## config.mk

```make
export PLATFORM = sky130hd
export DESIGN_NAME = top_level
export DESIGN_NICKNAME = d
export VERILOG_FILES = /design/src/logic/cpu_pkg.sv /design/src/logic/pc.sv /design/src/logic/instr_rom.sv /design/src/logic/control.sv /design/src/logic/reg_file.sv /design/src/logic/alu.sv /design/src/logic/dat_mem.sv /design/src/logic/host_port.sv /design/src/logic/top_level.sv
export SDC_FILE = /design/constraint.sdc
export NUM_CORES = 2
export LEC_CHECK = 0
export ABC_AREA = 1
export BUFFER_PORTS_ARGS = -buffer_cell sky130_fd_sc_hd__clkbuf_2
export CELL_PAD_IN_SITES_DETAIL_PLACEMENT = 1
export CELL_PAD_IN_SITES_GLOBAL_PLACEMENT = 1
export CORE_ASPECT_RATIO = 1.5
export CORE_UTILIZATION = 50
export CTS_CLUSTER_DIAMETER = 200
export DETAILED_ROUTE_END_ITERATION = 16
export PLACE_DENSITY_LB_ADDON = 0.1
export RECOVER_POWER = 100
export REMOVE_ABC_BUFFERS = 1
export SETUP_SLACK_MARGIN = 0.4
export SYNTH_ARGS = -nofsm -noshare
export SYNTH_HDL_FRONTEND = slang
export SYNTH_HIERARCHICAL = 1
export SYNTH_SLANG_ARGS = --single-unit
export TNS_END_PERCENT = 20
```

## constraint.sdc

```tcl
create_clock -name clk -period 8.5 [get_ports clk]
set_input_delay 0.85 -clock clk [delete_from_list [all_inputs] [get_ports clk]]
set_output_delay 0.85 -clock clk [all_outputs]
set_load 0.05 [all_outputs]
```

## src/logic/cpu_pkg.sv

```systemverilog
// shared widths, opcodes and host map; opcode_t values are the top 3 bits of every instruction
`default_nettype none

package cpu_pkg;

  // core datapath widths
  localparam int pc_width       = 6;   // 64-word program ROM
  localparam int instr_width    = 9;   // {opcode, a, b}
  localparam int data_width     = 8;
  localparam int reg_addr_width = 3;   // eight registers
  localparam int mem_addr_width = 8;   // 256-byte data memory

  // instruction set, 3-bit opcode field
  typedef enum logic [2:0] {
    op_ldi  = 3'd0,  // ra <- const[b]
    op_ld   = 3'd1,  // ra <- mem[rb]
    op_st   = 3'd2,  // mem[rb] <- ra
    op_add  = 3'd3,  // ra <- ra + rb
    op_sub  = 3'd4,  // ra <- ra - rb
    op_xor  = 3'd5,  // ra <- ra ^ rb
    op_bnz  = 3'd6,  // pc <- target[b] if ra != 0
    op_halt = 3'd7
  } opcode_t;

  // host bus
  localparam int axi_addr_width = 12;
  localparam int axi_data_width = 32;

  // control/status register; write bit 0 = start, read {busy, done}
  localparam logic [axi_addr_width-1:0] host_ctrl_addr = 12'h100;

  localparam logic [1:0] resp_okay   = 2'b00;
  localparam logic [1:0] resp_slverr = 2'b10;

  // program layout in data memory
  localparam logic [data_width-1:0] block_len       = 8'd16;  // input bytes at 0..15
  localparam logic [data_width-1:0] result_sum_addr = 8'd16;
  localparam logic [data_width-1:0] result_xor_addr = 8'd17;

  // first instruction of the summing loop, branch target
  localparam logic [pc_width-1:0] loop_top = 6'd5;

endpackage

`default_nettype wire

```

## src/logic/pc.sv

```systemverilog
// program counter; start wins over everything but reset, holds while halted or idle
`timescale 1ns/1ns
`default_nettype none

module pc (
  input  logic                          clk,
  input  logic                          reset,
  input  logic                          start,      // one-cycle restart pulse
  input  logic                          halt,
  input  logic                          run,
  input  logic                          branch_en,  // absolute jump
  input  logic [cpu_pkg::pc_width-1:0]  target,
  output logic [cpu_pkg::pc_width-1:0]  prog_ctr
);

  always_ff @(posedge clk) begin
    if (reset || start) begin
      prog_ctr <= '0;
    end else if (run && !halt) begin
      if (branch_en)
        prog_ctr <= target;          // taken bnz
      else
        prog_ctr <= prog_ctr + 1;
    end
    // otherwise hold, halt keeps pc on the halt word
  end

endmodule

`default_nettype wire

```

## src/logic/instr_rom.sv

```systemverilog
// fixed program plus branch-target and constant tables, all combinational, unused words halt
`timescale 1ns/1ns
`default_nettype none

module instr_rom (
  input  logic [cpu_pkg::pc_width-1:0]    prog_ctr,
  input  logic [2:0]                      target_sel,
  input  logic [2:0]                      const_sel,
  output logic [cpu_pkg::instr_width-1:0] mach_code,
  output logic [cpu_pkg::pc_width-1:0]    target,
  output logic [cpu_pkg::data_width-1:0]  const_val
);

  // r0 pointer, r1 sum, r2 xor, r3 count, r4 one, r5 loaded byte, r6 result address
  always_comb begin
    case (prog_ctr)
      6'd0:    mach_code = {cpu_pkg::op_ldi,  3'd0, 3'd0};  // r0 = 0
      6'd1:    mach_code = {cpu_pkg::op_ldi,  3'd1, 3'd0};  // sum = 0
      6'd2:    mach_code = {cpu_pkg::op_ldi,  3'd2, 3'd0};  // xor = 0
      6'd3:    mach_code = {cpu_pkg::op_ldi,  3'd3, 3'd2};  // count = block_len
      6'd4:    mach_code = {cpu_pkg::op_ldi,  3'd4, 3'd1};  // step of one
      6'd5:    mach_code = {cpu_pkg::op_ld,   3'd5, 3'd0};  // loop top, r5 = mem[r0]
      6'd6:    mach_code = {cpu_pkg::op_add,  3'd1, 3'd5};
      6'd7:    mach_code = {cpu_pkg::op_xor,  3'd2, 3'd5};
      6'd8:    mach_code = {cpu_pkg::op_add,  3'd0, 3'd4};  // next byte
      6'd9:    mach_code = {cpu_pkg::op_sub,  3'd3, 3'd4};
      6'd10:   mach_code = {cpu_pkg::op_bnz,  3'd3, 3'd0};  // back to loop top
      6'd11:   mach_code = {cpu_pkg::op_ldi,  3'd6, 3'd2};  // sum address
      6'd12:   mach_code = {cpu_pkg::op_st,   3'd1, 3'd6};
      6'd13:   mach_code = {cpu_pkg::op_ldi,  3'd6, 3'd3};  // xor address
      6'd14:   mach_code = {cpu_pkg::op_st,   3'd2, 3'd6};
      default: mach_code = {cpu_pkg::op_halt, 3'd0, 3'd0};
    endcase
  end

  // branch targets, only entry 0 in use
  always_comb begin
    case (target_sel)
      3'd0:    target = cpu_pkg::loop_top;
      default: target = '0;
    endcase
  end

  // constants for ldi
  always_comb begin
    case (const_sel)
      3'd0:    const_val = 8'd0;
      3'd1:    const_val = 8'd1;
      3'd2:    const_val = cpu_pkg::block_len;  // doubles as sum address
      3'd3:    const_val = cpu_pkg::result_xor_addr;
      default: const_val = '0;
    endcase
  end

endmodule

`default_nettype wire

```

## src/logic/control.sv

```systemverilog
// instruction decoder; every write, the branch and halt are gated by run so an idle core is inert
`timescale 1ns/1ns
`default_nettype none

module control (
  input  logic [cpu_pkg::instr_width-1:0]    mach_code,
  input  logic [cpu_pkg::data_width-1:0]     rd_data_a,  // register a, for bnz test
  input  logic [cpu_pkg::data_width-1:0]     mem_out,
  input  logic [cpu_pkg::data_width-1:0]     alu_rslt,
  input  logic [cpu_pkg::data_width-1:0]     const_val,
  input  logic                               run,
  output logic [cpu_pkg::reg_addr_width-1:0] reg_a,
  output logic [cpu_pkg::reg_addr_width-1:0] reg_b,
  output logic                               reg_wr_en,
  output logic                               mem_wr_en,
  output logic                               branch_en,
  output logic                               halt,
  output cpu_pkg::opcode_t                   alu_op,
  output logic [2:0]                         target_sel,
  output logic [2:0]                         const_sel,
  output logic [cpu_pkg::data_width-1:0]     wr_data
);

  cpu_pkg::opcode_t opcode;
  logic             writes_reg;

  // field split, {op[8:6], a[5:3], b[2:0]}
  assign opcode = cpu_pkg::opcode_t'(mach_code[8:6]);
  assign reg_a  = mach_code[5:3];
  assign reg_b  = mach_code[2:0];

  // b field also indexes both tables
  assign target_sel = mach_code[2:0];
  assign const_sel  = mach_code[2:0];

  assign alu_op = opcode;

  always_comb begin
    case (opcode)
      cpu_pkg::op_ldi,
      cpu_pkg::op_ld,
      cpu_pkg::op_add,
      cpu_pkg::op_sub,
      cpu_pkg::op_xor: writes_reg = 1'b1;
      default:         writes_reg = 1'b0;  // st, bnz, halt
    endcase
  end

  // write-back source
  always_comb begin
    case (opcode)
      cpu_pkg::op_ldi: wr_data = const_val;
      cpu_pkg::op_ld:  wr_data = mem_out;
      default:         wr_data = alu_rslt;
    endcase
  end

  assign reg_wr_en = run && writes_reg;
  assign mem_wr_en = run && (opcode == cpu_pkg::op_st);
  assign branch_en = run && (opcode == cpu_pkg::op_bnz) && (rd_data_a != '0);
  assign halt      = run && (opcode == cpu_pkg::op_halt);

endmodule

`default_nettype wire

```

## src/logic/reg_file.sv

```systemverilog
// eight registers, contents undefined after reset until the program loads them
`timescale 1ns/1ns
`default_nettype none

module reg_file (
  input  logic                               clk,
  input  logic [cpu_pkg::reg_addr_width-1:0] reg_a,    // read a and write pointer
  input  logic [cpu_pkg::reg_addr_width-1:0] reg_b,
  input  logic                               wr_en,
  input  logic [cpu_pkg::data_width-1:0]     wr_data,
  output logic [cpu_pkg::data_width-1:0]     dat_a,
  output logic [cpu_pkg::data_width-1:0]     dat_b
);

  logic [cpu_pkg::data_width-1:0] regs [2**cpu_pkg::reg_addr_width];

  // combinational reads
  assign dat_a = regs[reg_a];
  assign dat_b = regs[reg_b];

  always_ff @(posedge clk) begin
    if (wr_en)
      regs[reg_a] <= wr_data;  // destination is always a
  end

endmodule

`default_nettype wire

```

## src/logic/alu.sv

```systemverilog
// 8-bit alu, add and sub wrap with no carry out, other opcodes pass in_a
`timescale 1ns/1ns
`default_nettype none

module alu (
  input  cpu_pkg::opcode_t               alu_op,
  input  logic [cpu_pkg::data_width-1:0] in_a,
  input  logic [cpu_pkg::data_width-1:0] in_b,
  output logic [cpu_pkg::data_width-1:0] rslt
);

  always_comb begin
    case (alu_op)
      cpu_pkg::op_add: begin
        rslt = in_a + in_b;  // mod 256
      end
      cpu_pkg::op_sub: begin
        rslt = in_a - in_b;  // count down
      end
      cpu_pkg::op_xor: begin
        rslt = in_a ^ in_b;
      end
      default: begin
        rslt = in_a;  // ldi, ld, st, bnz and halt, unused by write-back
      end
    endcase
  end

endmodule

`default_nettype wire

```

## src/logic/dat_mem.sv

```systemverilog
// 256-byte memory, one port shared by core and host by host_own, async read, no reset
`timescale 1ns/1ns
`default_nettype none

module dat_mem (
  input  logic                               clk,
  input  logic                               host_own,   // 1 while core idle
  input  logic [cpu_pkg::mem_addr_width-1:0] core_addr,
  input  logic                               core_wr_en,
  input  logic [cpu_pkg::data_width-1:0]     core_wdata,
  input  logic [cpu_pkg::mem_addr_width-1:0] host_addr,
  input  logic                               host_wr_en,
  input  logic [cpu_pkg::data_width-1:0]     host_wdata,
  output logic [cpu_pkg::data_width-1:0]     rdata
);

  logic [cpu_pkg::data_width-1:0]     mem [2**cpu_pkg::mem_addr_width];
  logic [cpu_pkg::mem_addr_width-1:0] addr;
  logic                               wr_en;
  logic [cpu_pkg::data_width-1:0]     wdata;

  // port owner mux
  assign addr  = host_own ? host_addr  : core_addr;
  assign wr_en = host_own ? host_wr_en : core_wr_en;
  assign wdata = host_own ? host_wdata : core_wdata;

  assign rdata = mem[addr];  // core ld and host read

  always_ff @(posedge clk) begin
    if (wr_en)
      mem[addr] <= wdata;
  end

endmodule

`default_nettype wire

```

## src/logic/host_port.sv

```systemverilog
// axi4-lite slave, one outstanding write and read, wstrb ignored, memory window is 64 bytes
`timescale 1ns/1ns
`default_nettype none

module host_port (
  input  logic                               clk,
  input  logic                               reset,
  input  logic [cpu_pkg::axi_addr_width-1:0] awaddr,
  input  logic                               awvalid,
  output logic                               awready,
  input  logic [cpu_pkg::axi_data_width-1:0] wdata,
  input  logic [cpu_pkg::axi_data_width/8-1:0] wstrb,  // full words only
  input  logic                               wvalid,
  output logic                               wready,
  output logic [1:0]                         bresp,
  output logic                               bvalid,
  input  logic                               bready,
  input  logic [cpu_pkg::axi_addr_width-1:0] araddr,
  input  logic                               arvalid,
  output logic                               arready,
  output logic [cpu_pkg::axi_data_width-1:0] rdata,
  output logic [1:0]                         rresp,
  output logic                               rvalid,
  input  logic                               rready,
  input  logic                               halt,
  input  logic [cpu_pkg::data_width-1:0]     mem_rdata,
  output logic                               start,
  output logic                               run,
  output logic [cpu_pkg::mem_addr_width-1:0] mem_addr,
  output logic                               mem_wr_en,
  output logic [cpu_pkg::data_width-1:0]     mem_wdata
);

  logic                               wr_acc, rd_acc;  // handshake cycles
  logic                               wr_go, rd_go;
  logic                               busy, done;
  logic                               aw_mem, aw_ctrl, ar_mem, ar_ctrl;
  logic [cpu_pkg::axi_data_width-1:0] rd_word;

  assign aw_mem  = awaddr < cpu_pkg::host_ctrl_addr;
  assign aw_ctrl = awaddr == cpu_pkg::host_ctrl_addr;
  assign ar_mem  = araddr < cpu_pkg::host_ctrl_addr;
  assign ar_ctrl = araddr == cpu_pkg::host_ctrl_addr;

  // write and read handshakes never share a cycle, memory port has one address
  assign wr_go = awvalid && wvalid && !bvalid && !wr_acc && !rd_acc;
  assign rd_go = arvalid && !rvalid && !rd_acc && !wr_acc && !wr_go;

  always_ff @(posedge clk) begin
    if (reset) begin
      wr_acc <= 1'b0;
      rd_acc <= 1'b0;
    end else begin
      wr_acc <= wr_go;  // one-cycle ready pulse
      rd_acc <= rd_go;
    end
  end

  assign awready = wr_acc;
  assign wready  = wr_acc;
  assign arready = rd_acc;

  // start ignored while running
  assign start     = wr_acc && aw_ctrl && wdata[0] && !busy;
  assign run       = busy;
  assign mem_wr_en = wr_acc && aw_mem && !busy;  // dropped while busy
  assign mem_addr  = wr_acc ? awaddr[cpu_pkg::mem_addr_width+1:2]
                            : araddr[cpu_pkg::mem_addr_width+1:2];
  assign mem_wdata = wdata[cpu_pkg::data_width-1:0];

  // run state
  always_ff @(posedge clk) begin
    if (reset) begin
      busy <= 1'b0;
      done <= 1'b0;
    end else if (start) begin
      busy <= 1'b1;
      done <= 1'b0;  // cleared by the next run
    end else if (halt) begin
      busy <= 1'b0;
      done <= 1'b1;
    end
  end

  // write response
  always_ff @(posedge clk) begin
    if (reset)
      bvalid <= 1'b0;
    else if (wr_acc)
      bvalid <= 1'b1;
    else if (bready)
      bvalid <= 1'b0;
  end

  always_ff @(posedge clk) begin
    if (wr_acc)
      bresp <= (aw_ctrl || (aw_mem && !busy)) ? cpu_pkg::resp_okay : cpu_pkg::resp_slverr;
  end

  // read data, zero when refused or unmapped
  always_comb begin
    rd_word = '0;
    if (ar_ctrl)
      rd_word[1:0] = {busy, done};
    else if (ar_mem && !busy)
      rd_word[cpu_pkg::data_width-1:0] = mem_rdata;
  end

  always_ff @(posedge clk) begin
    if (reset)
      rvalid <= 1'b0;
    else if (rd_acc)
      rvalid <= 1'b1;
    else if (rready)
      rvalid <= 1'b0;
  end

  always_ff @(posedge clk) begin
    if (rd_acc) begin
      rdata <= rd_word;  // holds until the next accepted read
      rresp <= (ar_ctrl || (ar_mem && !busy)) ? cpu_pkg::resp_okay : cpu_pkg::resp_slverr;
    end
  end

endmodule

`default_nettype wire

```

## src/logic/top_level.sv

```systemverilog
// 8-bit core with axi4-lite host port; host owns data memory whenever the core is idle
`timescale 1ns/1ns
`default_nettype none

module top_level (
  input  logic                               clk,
  input  logic                               reset,
  input  logic [cpu_pkg::axi_addr_width-1:0] awaddr,
  input  logic                               awvalid,
  output logic                               awready,
  input  logic [cpu_pkg::axi_data_width-1:0] wdata,
  input  logic [cpu_pkg::axi_data_width/8-1:0] wstrb,
  input  logic                               wvalid,
  output logic                               wready,
  output logic [1:0]                         bresp,
  output logic                               bvalid,
  input  logic                               bready,
  input  logic [cpu_pkg::axi_addr_width-1:0] araddr,
  input  logic                               arvalid,
  output logic                               arready,
  output logic [cpu_pkg::axi_data_width-1:0] rdata,
  output logic [1:0]                         rresp,
  output logic                               rvalid,
  input  logic                               rready
);

  logic [cpu_pkg::pc_width-1:0]       prog_ctr, target;
  logic [cpu_pkg::instr_width-1:0]    mach_code;
  logic [2:0]                         target_sel, const_sel;
  logic [cpu_pkg::data_width-1:0]     const_val, wr_data, alu_rslt;
  logic [cpu_pkg::data_width-1:0]     dat_a, dat_b, mem_rdata;
  logic [cpu_pkg::reg_addr_width-1:0] reg_a, reg_b;
  logic                               reg_wr_en, mem_wr_en, branch_en, halt;
  cpu_pkg::opcode_t                   alu_op;
  logic                               start, run;
  logic [cpu_pkg::mem_addr_width-1:0] host_addr;
  logic                               host_wr_en;
  logic [cpu_pkg::data_width-1:0]     host_wdata;

  pc pc_i (
    .clk, .reset, .start, .halt, .run, .branch_en, .target, .prog_ctr
  );

  instr_rom rom_i (
    .prog_ctr, .target_sel, .const_sel, .mach_code, .target, .const_val
  );

  control ctl_i (
    .mach_code, .rd_data_a (dat_a), .mem_out (mem_rdata), .alu_rslt, .const_val, .run,
    .reg_a, .reg_b, .reg_wr_en, .mem_wr_en, .branch_en, .halt, .alu_op,
    .target_sel, .const_sel, .wr_data
  );

  reg_file rf_i (
    .clk, .reg_a, .reg_b, .wr_en (reg_wr_en), .wr_data, .dat_a, .dat_b
  );

  alu alu_i (
    .alu_op, .in_a (dat_a), .in_b (dat_b), .rslt (alu_rslt)
  );

  // core addresses memory through rb, stores ra
  dat_mem dm_i (
    .clk, .host_own (!run),
    .core_addr (dat_b), .core_wr_en (mem_wr_en), .core_wdata (dat_a),
    .host_addr, .host_wr_en, .host_wdata, .rdata (mem_rdata)
  );

  host_port hp_i (
    .clk, .reset,
    .awaddr, .awvalid, .awready, .wdata, .wstrb, .wvalid, .wready,
    .bresp, .bvalid, .bready,
    .araddr, .arvalid, .arready, .rdata, .rresp, .rvalid, .rready,
    .halt, .mem_rdata, .start, .run,
    .mem_addr (host_addr), .mem_wr_en (host_wr_en), .mem_wdata (host_wdata)
  );

endmodule

`default_nettype wire

```

Yosys cells after proc, flatten, opt, wreduce, memory -nomap -nowiden --
Memory sizes are Yosys's and may differ from the RTL's. A register that Yosys moved wholly into a read port is not among the register bits. Cells that the tools add are included.
Word-level totals: bits of input ports 67, memories kept 3, register bits 24, bits in writable memories 2112, output and inout port bits 41, ROM bits 144, logic and storage cells 101
Memory list:
- dm_i.mem | depth 256, bits a word 8, rd ports 1, clocked after Yosys merged registers in 0, wr ports 1, line dat_mem.sv:17 | logic [cpu_pkg::data_width-1:0] mem [2**cpu_pkg::mem_addr_width];
- (no name shown) | depth 16, bits a word 9, rd ports 1, clocked after Yosys merged registers in 1, wr ports 0, line instr_rom.sv:16 | case (prog_ctr)
- rf_i.regs | depth 8, bits a word 8, rd ports 2, clocked after Yosys merged registers in 0, wr ports 1, line reg_file.sv:15 | logic [cpu_pkg::data_width-1:0] regs [2**cpu_pkg::reg_addr_width];
Cells by class: equality and inequality tests 12, reduce and logical (&&, ||, !) cells 41, mux-type cells 27, bitwise gates (word level) 2, add/subtract/negate cells 3, magnitude comparators 2
Operators by type and width (count):
- $eq 12x9->1 const B | 2
- $lt 12x9->1 const B | 2
- $mux 8 | 3
- $pmux 8 s3 | 1
- $logic_and 1x1->1 | 21
- $pmux 8 s2 | 1
- $pmux 5 s3 | 1
- $eq 3x2->1 const B | 4
- $eq 3x3->1 const B | 4
- $mux 1 | 12
- $mux 9 | 1
- $add 8x8->8 | 1
- $mux 2 | 4
- $mux 4 | 2
- $reduce_bool 8->1 | 1
- $sub 8x8->8 | 1
- $xor 8x8->8 | 1
- $logic_not 1->1 | 7
- $add 6x1->6 const B | 1
- $eq 3x1->1 const B | 2
- $logic_not 3->1 | 2
- $mux 6 | 1
- $reduce_bool 2->1 | 3
- $reduce_or 5->1 | 1
- other kinds (5) | 8

Longest topological paths before layout --
depth after elaboration 8, mapped depth 35, mapped depth without buffers 32

Modules after synthesis --
The synthesis kept the hierarchy.
Modules (own cells, without submodules):
- dat_mem | instances 1, cells an instance 8296, area each 86136.4 µm², sequential area each 61499.0 µm²
- reg_file | instances 1, cells an instance 458, area each 3510.9 µm², sequential area each 1921.8 µm²
- host_port | instances 1, cells an instance 147, area each 1123.6 µm², sequential area each 420.4 µm²
- alu | instances 1, cells an instance 131, area each 732.0 µm², sequential area each 0.0 µm²
- instr_rom | instances 1, cells an instance 75, area each 447.9 µm², sequential area each 0.0 µm²
- control | instances 1, cells an instance 70, area each 375.4 µm², sequential area each 0.0 µm²
- pc | instances 1, cells an instance 57, area each 361.6 µm², sequential area each 120.1 µm²
- top_level | instances 1, cells an instance 1, area each 3.8 µm², sequential area each 0.0 µm²

Least setup slack after synthesis --
No wires, ideal clock.
path type register to register, start register pc_i/prog_ctr[1] (netlist name), end memory dm_i/mem[0][1] (netlist name), data pin, stages on the path, launching flop included 19, buffers on the path 3, data arrival time 5.092 ns, path slack 2.584 ns, clock period less this slack 5.916 ns, data required time 7.676 ns, setup time 0.824 ns, cells stage by stage dfxtp_1 -> inv_1 -> ha_1 -> nand2_1 -> nand2_1 -> nor2_1 -> nor2_1 -> buf_4 -> buf_4 -> inv_4 -> buf_4 -> nand2_1 -> nand2_1 -> nand2_1 -> nand2_1 -> nand2_1 -> nand2_1 -> nand2_1 -> nand2_1
RTL lines (line):
- to (decl) | dat_mem.sv:17

==> metrics.md <==
| Metric | Value |
|---|---|
| Worst setup EP type | `register` |
| CP max FO | `144` |
| Number of synthesized flops with an enable pin | `2122` |
| Worst-Margin Slew | `1.69 ns` |
| Syn. warnings | `6` |
| Grt ovf | `0` |
| Gpl congestion | `0.919` |
| Pin count of the biggest net entering global routing | `165` |
| Total GRT Usage | `29.3%` |
| Initial core utilization | `50.3%` |
| Total Neg Setup Slack | `0 ns` |
| Peak VDD IR | `0.156 mV` |
| Synth cell count leaders | `nand2_1, edfxtp_1, nor2_1, nand3_1, buf_2` |
| # hold bufs at CTS | `0` |
| Rel. slew slack | `-12.8%` |
| Status | `complete, but fails checks` |
| Vias | `64600` |
| Clock latency on the worst-skew pair | `0.86 ns` |
| Cell mode on critical path | `nand2_1` |
| H-tree depth | `4` |
| Final hold vios | `0` |
| Layout Skew | `0.0421 ns` |
| Share of layout cells above drive strength 1 | `5.48%` |
| Die Height | `529 um` |
| Post-layout net count | `9272` |
| Mapped Cells | `9235` |
| CTS Root Cell | `clkbuf_16` |
| DR pass1 iterations | `5` |
| Worst path arrival time | `8.47 ns` |
| # clock sinks | `2134` |
| Top cell family by delay on the critical path | `simple AND/OR/NAND/NOR gates` |
| First-pass GRT wire length | `414000 um` |
| P_leak | `0.0411 uW` |
| Register share of total power | `51.7%` |
| Vias in the first global route | `68500` |
| Final ANT Viol Nets | `0` |
| Post-Syn Area | `0.0927 sq mm` |
| CTS clk-pin slew, worst paths | `0.07 ns` |
| Boundary Pins | `108` |
| Die area | `0.187 sq mm` |
| Slowest cell on the critical path | `nor2_1` |
| Dominant synthesized flop cell | `edfxtp_1` |
| WP data required | `8.97 ns` |
| Post-route setup slack | `0.494 ns` |
| Ys async rst share | `0%` |
| Fmax | `125 MHz` |
| Critical path class | `reg2reg` |
| Largest cells by area after synthesis | `edfxtp_1, nand2_1, nand3_1, nor2_1, buf_2` |
| Final HPWL from detailed placement | `167000 um` |
| RSZ-0062 raised after global routing | `false` |
| Area leader, netlist | `edfxtp_1` |
| Placement Setup Slack | `1.26 ns` |
| Internal | `17000 uW` |
| Share of the synthesized area in the top cell type | `68.7%` |
| Initial DRC Count | `4991` |
| Initial antenna violation count | `10` |
| Startpoint Class | `register` |
| Gate power share | `8.3%` |
| Vias per cell | `5.48` |
| Min-Delay Path Class | `in2reg` |
| Row cnt | `193` |
| P_sw | `5370 uW` |
| Buf/Inv on CP | `4` |
| Area Growth Syn to Fin | `9.22%` |
| Failing checks | `max-capacitance violations, max-slew violations` |
| Final min period | `8.01 ns` |
| Post-route DRC violation count | `0` |
| PD cells | `221 mW/mm^2` |
| Mean post-synth cell area | `10.0 sq um` |
| Drt total wl | `275000 um` |
| Count of unique library cells instantiated by Yosys | `50` |
| CP max stage delay | `0.66 ns` |
| Clock power share | `39.9%` |
| CTS tree | `yes` |
| Fin crit share | `94.2%` |
| Die Width | `354 um` |
| Pins Over Slew Limit | `370` |
| Port Buffers | `53` |
| Most numerous cell in the Yosys netlist | `nand2_1` |
| Core area | `0.184 sq mm` |
| Routed wire per std cell | `23.4 um` |
| Post-CTS Resized | `0` |
| Max-Cap Viols | `6` |
| # fillers | `20100` |
| Num CTS Buffers | `207` |
| Post-synthesis sequential area ratio | `69.0%` |
| Final setup fails | `0` |
| Number of setup buffers added after CTS | `0` |
| Maximum clock insertion buffer count | `4` |
| Net Sw Frac | `24.0%` |
| Synthesized flop and latch total | `2134` |
[flip-flops by register name (all words and copies together), names as in the netlist]
register,cells
dm_i/mem,2048
rf_i/regs,64
hp_i/rdata,8
pc_i/prog_ctr,6
hp_i/arready,1
hp_i/awready,1
hp_i/bresp,1
hp_i/bvalid,1
hp_i/done,1
hp_i/rresp,1
hp_i/run,1
hp_i/rvalid,1
[cell type report]
class,count,area [sq um],share of cell area [%]
repair buffers,235,1690,1.67
well taps,2437,3050,3.01
inverters,189,728,0.719
multi-input cells,6422,25400,25.1
diodes,4,10.0,0.00989
flip-flops and latches,2134,64000,63.2
clock inverters,126,1010,0.996
clock buffers,245,5410,5.34
[stage by stage]
| step | cell area [sq um] | instances | hold slack, ns | utilization [%] | power (uW) |
|---|---|---|---|---|---|
| final | 101000 | 11800 | 0.201 | 54.9 | 22400 |
| after global routing | 101000 | 11800 | 0.191 | 54.9 | 23000 |
| after CTS | 102000 | 11800 | 0.150 | 55.2 | 22500 |
| after detailed placement | 95200 | 11400 | 0.474 | 51.7 | 13700 |
| after global placement | 95200 | 11400 | 0.462 | 51.7 | 13600 |
| after floorplan | 89900 | 8745 | 0.514 | - | 13200 |
[power by group through the flow]
stage | logic (uW) | clock network (uW) | registers, uW
after floorplan | 1370 | 0 | 11900
after global placement | 1800 | 0 | 11800
after detailed placement | 1860 | 0 | 11800
after CTS | 1870 | 9080 | 11600
after global routing | 2030 | 9400 | 11600
final | 1870 | 8930 | 11600
[worst paths after layout]
check / start / end / slack [ns] / cells after the start
min reg2reg: hp_i/bvalid$_SDFFE_PP0P_ / hp_i/awready$_SDFF_PP0_ / 0.48 / 1
max: pc_i/prog_ctr[1]$_SDFFE_PP0P_ / rf_i/regs[2][3]$_DFFE_PP_ / 0.49 / 29
min: rready / hp_i/rvalid$_SDFFE_PP0P_ / 0.20 / 2
max reg2reg: pc_i/prog_ctr[1]$_SDFFE_PP0P_ / rf_i/regs[2][3]$_DFFE_PP_ / 0.49 / 29
[logic make-up (layout without fill, tap and decap cells)]
kind of cell / after synthesis / in the layout / share of synthesized area (%)
AOI/OAI and AO/OA: 188 / 188 / 1.07
buffers and inverters: 713 / 795 / 3.91
adders and majority gates: 16 / 16 / 0.224
xor gates and xnor gates: 11 / 11 / 0.104
DFF: 2134 / 2134 / 69.0
and+or+nand+nor: 6171 / 6171 / 25.7
other: 2 / 40 / 0.00810
[placed cells by master, fill, tap and decap left out, drive strengths merged, types with 9 or more instances in the layout]
master  count
a21oi      18
buf       109
bufinv     17
clkbuf    371
clkinv    106
conb       36
dfxtp      12
edfxtp   2122
ha         15
inv       187
nand2    5358
nand3     342
nor2      440
nor3       13
o21ai     157
or2        11
xor2        9
[per-layer routing]
| layer | up-vias | share of wire (%) | track usage (%) |
|---|---|---|---|
| met4 | 4 | 4.5 | 12.5 |
| met2 | 1695 | 52 | 53.6 |
| li1 | 29900 | - | - |
| met3 | 571 | 4.9 | 3.02 |
| met5 | - | 0.0062 | 0 |
| met1 | 32500 | 38 | 34.8 |
No activity file was read; power rests on OpenSTA's default activity.
